--- src/ppu_pkg.sv ---
// Config word and PAL flag are expected to be synchronous to VCLK_Tx already; enum codes fixed
package ppu_pkg;

  // ====================================================================
  // Output resolution classes and resolved video modes
  // ====================================================================

  // Requested output resolution as set in the config word
  typedef enum logic [2:0] {
    TGT_480P  = 3'd0,   // 480p or 576p depending on rate
    TGT_720P  = 3'd1,
    TGT_960P  = 3'd2,
    TGT_1080P = 3'd3,
    TGT_1200P = 3'd4
  } target_res_t;

  // Resolved output timing
  // Bit 3 marks the 50 Hz family, lower bits follow the resolution
  typedef enum logic [3:0] {
    VM_480P60  = 4'h0,  // Reset default
    VM_VGA60   = 4'h1,  // 640x480 variant of 480p
    VM_720P60  = 4'h2,
    VM_960P60  = 4'h3,
    VM_1080P60 = 4'h4,
    VM_1200P60 = 4'h5,
    VM_576P50  = 4'h8,
    VM_720P50  = 4'hA,
    VM_960P50  = 4'hB,
    VM_1080P50 = 4'hC,
    VM_1200P50 = 4'hD
  } vmode_t;

  // ====================================================================
  // Config word and sync bundle
  // ====================================================================

  typedef struct packed {
    target_res_t target_res;
    logic        use_vga_480p;  // VGA timing instead of 480p at 60 Hz
    logic        force50;
    logic        force60;       // Takes priority over force50
    logic        llm;           // Low latency mode, blocks forced rates
    logic        limited_rgb;   // Limited range output when set
    logic [4:0]  vscale;        // Vertical scale factor code
  } ppu_cfg_t;                  // 13 bits total

  typedef struct packed {
    logic vsync;
    logic hsync;
    logic de;
  } vid_sync_t;

  // Range conversion constants, given at 8 bits per colour
  localparam logic [7:0] LIMIT_COEFF  = 8'd220;  // 235 - 16 + 1 code span
  localparam logic [7:0] LIMIT_OFFSET = 8'd16;   // Black level

  // Scanline thickness class thresholds on the vscale code
  localparam logic [4:0] SL_THICK_MID  = 5'd6;   // Below 3.5x stays thin
  localparam logic [4:0] SL_THICK_HIGH = 5'd14;  // From 5.5x on thickest

endpackage

--- src/vmode_resolver.sv ---
// Decode is registered, so outputs follow a config or PAL change one VCLK_Tx cycle later
`timescale 1ns/1ps

module vmode_resolver
  import ppu_pkg::*;
(
  input  logic       VCLK_Tx,
  input  logic       nVRST_Tx,
  input  ppu_cfg_t   cfg_i,
  input  logic       palmode_i,       // PAL source detected
  output vmode_t     videomode_o,
  output logic [1:0] sl_thickness_o,  // 0 thin, 1 mid, 2 thick
  output logic       limited_en_o
);

  vmode_t     mode60_w;   // Candidate at 60 Hz
  vmode_t     mode50_w;   // Candidate at 50 Hz
  logic       use50_w;
  vmode_t     mode_w;
  logic [1:0] thick_w;

  // ====================================================================
  // Mode candidates per target
  // ====================================================================

  always_comb begin
    case (cfg_i.target_res)
      TGT_720P: begin
        mode60_w = VM_720P60;
        mode50_w = VM_720P50;
      end
      TGT_960P: begin
        mode60_w = VM_960P60;
        mode50_w = VM_960P50;
      end
      TGT_1080P: begin
        mode60_w = VM_1080P60;
        mode50_w = VM_1080P50;
      end
      TGT_1200P: begin
        mode60_w = VM_1200P60;
        mode50_w = VM_1200P50;
      end
      default: begin  // TGT_480P and unused codes
        mode60_w = cfg_i.use_vga_480p ? VM_VGA60 : VM_480P60;
        mode50_w = VM_576P50;
      end
    endcase
  end

  // Forced rates only count outside low latency mode
  always_comb begin
    if (cfg_i.force60 && !cfg_i.llm)
      use50_w = 1'b0;
    else if (cfg_i.force50 && !cfg_i.llm)
      use50_w = 1'b1;
    else
      use50_w = palmode_i;  // Follow the source
  end

  assign mode_w = use50_w ? mode50_w : mode60_w;

  always_comb begin
    if (cfg_i.vscale < SL_THICK_MID)
      thick_w = 2'd0;
    else if (cfg_i.vscale < SL_THICK_HIGH)
      thick_w = 2'd1;
    else
      thick_w = 2'd2;
  end

  always_ff @(posedge VCLK_Tx or negedge nVRST_Tx) begin
    if (!nVRST_Tx) begin
      videomode_o    <= VM_480P60;
      sl_thickness_o <= 2'd0;
      limited_en_o   <= 1'b0;
    end else begin
      videomode_o    <= mode_w;
      sl_thickness_o <= thick_w;
      limited_en_o   <= cfg_i.limited_rgb;
    end
  end

  // Only three thickness classes exist downstream
  a_thick_class: assert property (
    @(posedge VCLK_Tx) disable iff (!nVRST_Tx)
    sl_thickness_o != 2'd3
  );

endmodule

--- src/rgb_range_lane.sv ---
// Limited scaling needs COLOR_W of 8 or more; range select is sampled at the last stage only
`timescale 1ns/1ps

module rgb_range_lane
  import ppu_pkg::*;
#(
  parameter int COLOR_W = 8
) (
  input  logic               VCLK_Tx,
  input  logic               nVRST_Tx,
  input  logic               limited_en_i,
  input  logic [COLOR_W-1:0] color_i,
  output logic [COLOR_W-1:0] color_o   // Three cycles after color_i
);

  // Offset and upper limit scaled to lane width
  localparam logic [COLOR_W-1:0] OFFS_W = COLOR_W'(LIMIT_OFFSET) << (COLOR_W - 8);
  localparam logic [COLOR_W-1:0] LIM_HI = COLOR_W'(LIMIT_OFFSET + LIMIT_COEFF) << (COLOR_W - 8);

  logic [COLOR_W+7:0] prod_w;     // Full product v * 220
  logic [COLOR_W:0]   scaled_q;   // Scaled value plus half bit
  logic [COLOR_W-1:0] rounded_q;
  logic [COLOR_W-1:0] full_q1;    // Full range copy, stage one
  logic [COLOR_W-1:0] full_q2;    // Full range copy, stage two
  logic [COLOR_W-1:0] limited_w;

  assign prod_w    = color_i * LIMIT_COEFF;
  assign limited_w = rounded_q + OFFS_W;  // Upper nibble +1 at 8 bits

  always_ff @(posedge VCLK_Tx or negedge nVRST_Tx) begin
    if (!nVRST_Tx) begin
      scaled_q  <= '0;
      rounded_q <= '0;
      full_q1   <= '0;
      full_q2   <= '0;
      color_o   <= '0;
    end else begin
      // Keep top COLOR_W+1 bits of the product
      scaled_q  <= prod_w[COLOR_W+7:7];
      full_q1   <= color_i;
      // Round up by the dropped half bit
      rounded_q <= scaled_q[COLOR_W:1] + COLOR_W'(scaled_q[0]);
      full_q2   <= full_q1;
      // Range select
      if (limited_en_i)
        color_o <= limited_w;
      else
        color_o <= full_q2;
    end
  end

  // Whole input span lands inside the limited window
  a_limited_window: assert property (
    @(posedge VCLK_Tx) disable iff (!nVRST_Tx)
    (limited_w >= OFFS_W) && (limited_w <= LIM_HI)
  );

endmodule

--- src/video_out_stage.sv ---
// Sync delay of three cycles matches rgb_range_lane; source must blank pixels outside DE
`timescale 1ns/1ps

module video_out_stage
  import ppu_pkg::*;
#(
  parameter int COLOR_W = 8
) (
  input  logic                 VCLK_Tx,
  input  logic                 nVRST_Tx,
  input  vid_sync_t            sync_i,
  input  logic [3*COLOR_W-1:0] lane_color_i,  // Lane 0 red in the low slice
  output logic                 VSYNC_o,
  output logic                 HSYNC_o,
  output logic                 DE_o,
  output logic [3*COLOR_W-1:0] VD_o           // Red, green, blue from the top
);

  // Black level of one channel after limited range conversion
  localparam logic [COLOR_W-1:0] BLACK_LIM = COLOR_W'(LIMIT_OFFSET) << (COLOR_W - 8);

  vid_sync_t sync_d1;
  vid_sync_t sync_d2;
  vid_sync_t sync_q;   // Aligned with lane outputs

  // ====================================================================
  // Sync delay line
  // ====================================================================

  always_ff @(posedge VCLK_Tx or negedge nVRST_Tx) begin
    if (!nVRST_Tx) begin
      sync_d1 <= '0;
      sync_d2 <= '0;
      sync_q  <= '0;
    end else begin
      sync_d1 <= sync_i;
      sync_d2 <= sync_d1;
      sync_q  <= sync_d2;
    end
  end

  assign VSYNC_o = sync_q.vsync;
  assign HSYNC_o = sync_q.hsync;
  assign DE_o    = sync_q.de;

  // Lane order reversed so red sits at the top of VD_o
  assign VD_o = {
    lane_color_i[0         +: COLOR_W],   // Red
    lane_color_i[COLOR_W   +: COLOR_W],   // Green
    lane_color_i[2*COLOR_W +: COLOR_W]    // Blue
  };

  // Outside DE the output is black at either range level
  a_blank_outside_de: assert property (
    @(posedge VCLK_Tx) disable iff (!nVRST_Tx)
    !DE_o |-> (VD_o == '0) || (VD_o == {3{BLACK_LIM}})
  );

endmodule

--- src/ppu_out_top.sv ---
// Config and PAL flag must be synchronous to VCLK_Tx; no back-pressure, stream moves every cycle
`timescale 1ns/1ps

module ppu_out_top
  import ppu_pkg::*;
#(
  parameter int COLOR_W = 8
) (
  input  logic                 VCLK_Tx,
  input  logic                 nVRST_Tx,
  input  ppu_cfg_t             cfg_i,
  input  logic                 palmode_i,
  input  vid_sync_t            sync_i,
  input  logic [3*COLOR_W-1:0] VD_i,            // Red on top
  output vmode_t               videomode_o,
  output logic [1:0]           sl_thickness_o,
  output logic                 VSYNC_o,
  output logic                 HSYNC_o,
  output logic                 DE_o,
  output logic [3*COLOR_W-1:0] VD_o
);

  logic                 limited_en_w;   // Registered range select
  logic [3*COLOR_W-1:0] lane_color_w;   // Lane i in slice i, red first

  // ====================================================================
  // Mode resolution
  // ====================================================================

  vmode_resolver vmode_resolver_u (
    .VCLK_Tx        (VCLK_Tx),
    .nVRST_Tx       (nVRST_Tx),
    .cfg_i          (cfg_i),
    .palmode_i      (palmode_i),
    .videomode_o    (videomode_o),
    .sl_thickness_o (sl_thickness_o),
    .limited_en_o   (limited_en_w)
  );

  // ====================================================================
  // Colour lanes and output
  // ====================================================================

  generate
    for (genvar i = 0; i < 3; i++) begin : g_lane
      rgb_range_lane #(
        .COLOR_W (COLOR_W)
      ) rgb_range_lane_u (
        .VCLK_Tx      (VCLK_Tx),
        .nVRST_Tx     (nVRST_Tx),
        .limited_en_i (limited_en_w),
        .color_i      (VD_i[(2-i)*COLOR_W +: COLOR_W]),  // 0 red, 1 green, 2 blue
        .color_o      (lane_color_w[i*COLOR_W +: COLOR_W])
      );
    end
  endgenerate

  video_out_stage #(
    .COLOR_W (COLOR_W)
  ) video_out_stage_u (
    .VCLK_Tx      (VCLK_Tx),
    .nVRST_Tx     (nVRST_Tx),
    .sync_i       (sync_i),
    .lane_color_i (lane_color_w),
    .VSYNC_o      (VSYNC_o),
    .HSYNC_o      (HSYNC_o),
    .DE_o         (DE_o),
    .VD_o         (VD_o)
  );

endmodule

--- config.mk ---
export PLATFORM = sky130hd
export DESIGN_NAME = ppu_out_top
export DESIGN_NICKNAME = d
export VERILOG_FILES = /design/src/ppu_pkg.sv /design/src/vmode_resolver.sv /design/src/rgb_range_lane.sv /design/src/video_out_stage.sv /design/src/ppu_out_top.sv
export SDC_FILE = /design/constraint.sdc
export NUM_CORES = 1
export LEC_CHECK = 0
export BUFFER_PORTS_ARGS = -buffer_cell sky130_fd_sc_hd__buf_2
export CORE_ASPECT_RATIO = 0.7
export CORE_MARGIN = 3
export CORE_UTILIZATION = 54
export DETAILED_ROUTE_END_ITERATION = 12
export PLACE_DENSITY = 0.87
export SLEW_MARGIN = 20
export SYNTH_ARGS = -nofsm -noshare
export SYNTH_HDL_FRONTEND = slang
export SYNTH_SLANG_ARGS = --single-unit
--- constraint.sdc ---
create_clock -name VCLK_Tx -period 1.1 [get_ports VCLK_Tx]
set_input_delay 0.22 -clock VCLK_Tx [delete_from_list [all_inputs] [get_ports VCLK_Tx]]
set_output_delay 0.22 -clock VCLK_Tx [all_outputs]
set_load 0.01 [all_outputs]
==> results.sh <==
export IMPL_status="finished, violations left"
export IMPL_violations="negative setup slack"
export IMPL_syn2layout_area_growth_pct=42.6
export IMPL_synth_edf_count=0
export IMPL_hp_class="in -> reg"
export IMPL_max_freq_mhz=344
export IMPL_cp_num_buf_inv=3
export IMPL_port_buffers=74
export IMPL_cts_sinks=139
export IMPL_ys_seq_area_share_pct=45.9
export IMPL_remaining_drc_errors=0
export IMPL_root_buffer="clkbuf_16"
export IMPL_synth_seq_cells=139
export IMPL_tightest_slew_ps=326
export IMPL_ant_nets=0
export IMPL_synth_area_leaders="dfrtp_1 46%, ha_1 14%, fa_1 12%, inv_1 5.9%, xnor2_1 3.5%"
export IMPL_setup_ws_ps=-1810
export IMPL_wirelength_um=18600
export IMPL_synth_most_common_cell="dfrtp_1"
export IMPL_cts_buffer_depth=2
export IMPL_avgSynthCellArea_um2=12.2
export IMPL_crit_family="adder cells"
export IMPL_gr_usage_all_layers_pct=24.9
export IMPL_async_reset_ff_share_pct=100
export IMPL_via_count=5422
export IMPL_die_w_um=148
export IMPL_dr_pass1_iters=4
export IMPL_cpPeakStageDelay_ps=570
export IMPL_synth_nets=798
export IMPL_cts_made_buffers=17
export IMPL_cp_slowest_cell="fa_1"
export IMPL_cp_start_kind="input pin"
export IMPL_fp_dieH_um=105
export IMPL_synthFlopType="dfrtp_1"
export IMPL_period_share_pct=265
export IMPL_tns_ps=-43940
export IMPL_vias_per_cell=5.16
export IMPL_synth_area_leader_cell="dfrtp_1"
export IMPL_worstPathCellList="buf_8 -> inv_4 -> fa_1 -> fa_1 -> fa_1 -> inv_1 -> ha_2 -> or3_4 -> o221a_4 -> o21a_1 -> a311oi_1"
export IMPL_grt_pass1_vias=6160
export IMPL_slew_headroom_pct=78.1
export IMPL_cp_max_fo=8
export IMPL_htree_levels=4
export IMPL_syn_cell_area_um2=7580
export IMPL_final_min_clock_period_ps=2910
export IMPL_maxCapViolCount=0
export IMPL_instances_no_fill=1050
export IMPL_leakagePower_nw=5.38
export IMPL_dp_hpwl_um=12500
export IMPL_yosysTopAreaCellShare_pct=45.9
export IMPL_final_hold_viol_count=0
export IMPL_die_area_um2=15500
export IMPL_grt_pass1_wl_um=30300
export IMPL_critPathArrivalTime_ps=3220
export IMPL_drive_above_1_share_pct=42.3
export IMPL_place_inst=988
export IMPL_powerDensity_nw_per_um2=2280
export IMPL_dr_first_iter_drc_count=217
export IMPL_nets=1027
export IMPL_synth_warnings=0
export IMPL_grt_overflow_total=0
export IMPL_utilization_pct=80.4
export IMPL_antenna_found_initial=0
export IMPL_slew_viol_final=0
export IMPL_setup_violations_final=73
export IMPL_cts_tree="built"
export IMPL_initial_core_util_pct=56.4
export IMPL_skew_ps=5.65
export IMPL_vdd_ir_drop_max_uv=1300
export IMPL_ys_types=54
export IMPL_crit_path_end_kind="flip-flop"
export IMPL_synth_cells=623
export IMPL_critical_path_required_ps=1410
export IMPL_path_class="in -> reg"
export IMPL_wl_per_cell_um=17.7
export IMPL_rows=35
export IMPL_gp_congestion=0.861
export IMPL_grt_max_degree=37
export IMPL_ys_top_cells_by_count="139 x dfrtp_1, 119 x inv_1, 87 x ha_1"
export IMPL_clk_pin_slew_ps=60
export IMPL_coreArea_um2=13400
export IMPL_antenna_cells=0
export IMPL_clk_latency_ps=420
export IMPL_rsz0062_at_grt="yes"
export IMPL_ioPinCount=76
export IMPL_path_common_cell="fa_1"
power by group:
group	switching, mW	internal, mW
Sequential	1.03	6.53
Clock	2.27	3.21
Combinational	5.41	6.23
Total	8.71	16.0
what timing repair did:
action	CTS	global route
buffers inserted	19	12
endpoints found under the hold margin	137	0
gates resized for setup	106	54
pin swaps	70	51
setup endpoints to repair	73	79
hold buffers	8	0
final cells by class:
type | instances | area [um2]
multi-input cells | 357 | 4260
flip-flops and latches | 139 | 3480
fillers | 669 | 2630
repair buffers | 218 | 1780
inverters | 119 | 487
clock buffers | 18 | 439
well taps | 185 | 231
clock inverters | 14 | 134
through the flow:
stage,power (mW),setup slack (ps),hold slack (ps),cell area [um2]
2_1_floorplan,12.8,-2000,-75.6,7820
6_report,24.7,-1810,18.3,10800
3_3_place_gp,15.6,-2220,110,9320
4_1_cts,23.5,-1730,6.09,10500
3_5_place_dp,16.4,-2340,113,9320
5_1_grt,26.1,-1870,6.51,10800
worst reg2reg max path, delay by kind of cell, from the launching register on:
family	cells	cell delay, ps
xor+xnor	1	140
simple gates	2	310
fa+ha+maj	2	340
flops	1	420
cells by family after synthesis:
family,after synthesis,synth area share [%]
muxes,19,2.77
adders and majority gates,132,26.2
buffers and inverters,127,6.30
AOI/OAI and AO/OA,70,6.96
DFF,139,45.9
xor gates and xnor gates,47,5.43
and+or+nand+nor,89,6.42
flip-flops by register name (all words and copies together) (netlist names), 3 cells and up:
| register | count |
|---|---|
| g_lane.rgb_range_lane_u.full_q2 | 24 |
| g_lane.rgb_range_lane_u.color_o | 24 |
| g_lane.rgb_range_lane_u.scaled_q | 27 |
| vmode_resolver_u.videomode_o | 4 |
| video_out_stage_u.sync_d2 | 3 |
| g_lane.rgb_range_lane_u.full_q1 | 24 |
| g_lane.rgb_range_lane_u.rounded_q | 24 |
| video_out_stage_u.sync_d1 | 3 |
placed cells by master, fill, tap and decap left out, types with 17 or more instances in the layout:
cell | netlist | routed
buf_6 | 0 | 35
inv_1 | 119 | 100
buf_2 | 1 | 51
clkbuf_16 | 0 | 17
ha_4 | 0 | 17
xnor2_1 | 30 | 20
fa_1 | 45 | 44
buf_4 | 0 | 111
dfrtp_1 | 139 | 139
ha_1 | 87 | 67
per-layer routing:
metal	vias up	global-route usage [%]	wire length, um
li1	2511	-	-
met3	51	5.98	912
met2	147	45.2	9960
met1	2713	29.0	7210
met4	0	8.44	506
met5	-	0	0
path summary, 6_finish.rpt:
| kind | startpoint | endpoint | slack, ps | depth (start not counted) |
|---|---|---|---|---|
| max reg2reg | g_lane[0].rgb_range_lane_u.scaled_q[0] | g_lane[0].rgb_range_lane_u.rounded_q[6] | -230 | 5 |
| min | VD_i[5] | g_lane[2].rgb_range_lane_u.full_q1[5] | 20 | 2 |
| max in group asynchronous | nVRST_Tx | g_lane[2].rgb_range_lane_u.full_q2[0] | 370 | 3 |
| max | VD_i[5] | g_lane[2].rgb_range_lane_u.scaled_q[6] | -1810 | 11 |
| min in group asynchronous | nVRST_Tx | g_lane[2].rgb_range_lane_u.color_o[3] | 250 | 2 |
| min reg2reg | g_lane[1].rgb_range_lane_u.full_q1[7] | g_lane[1].rgb_range_lane_u.full_q2[7] | 340 | 0 |
(Power assumes the default switching activity.)
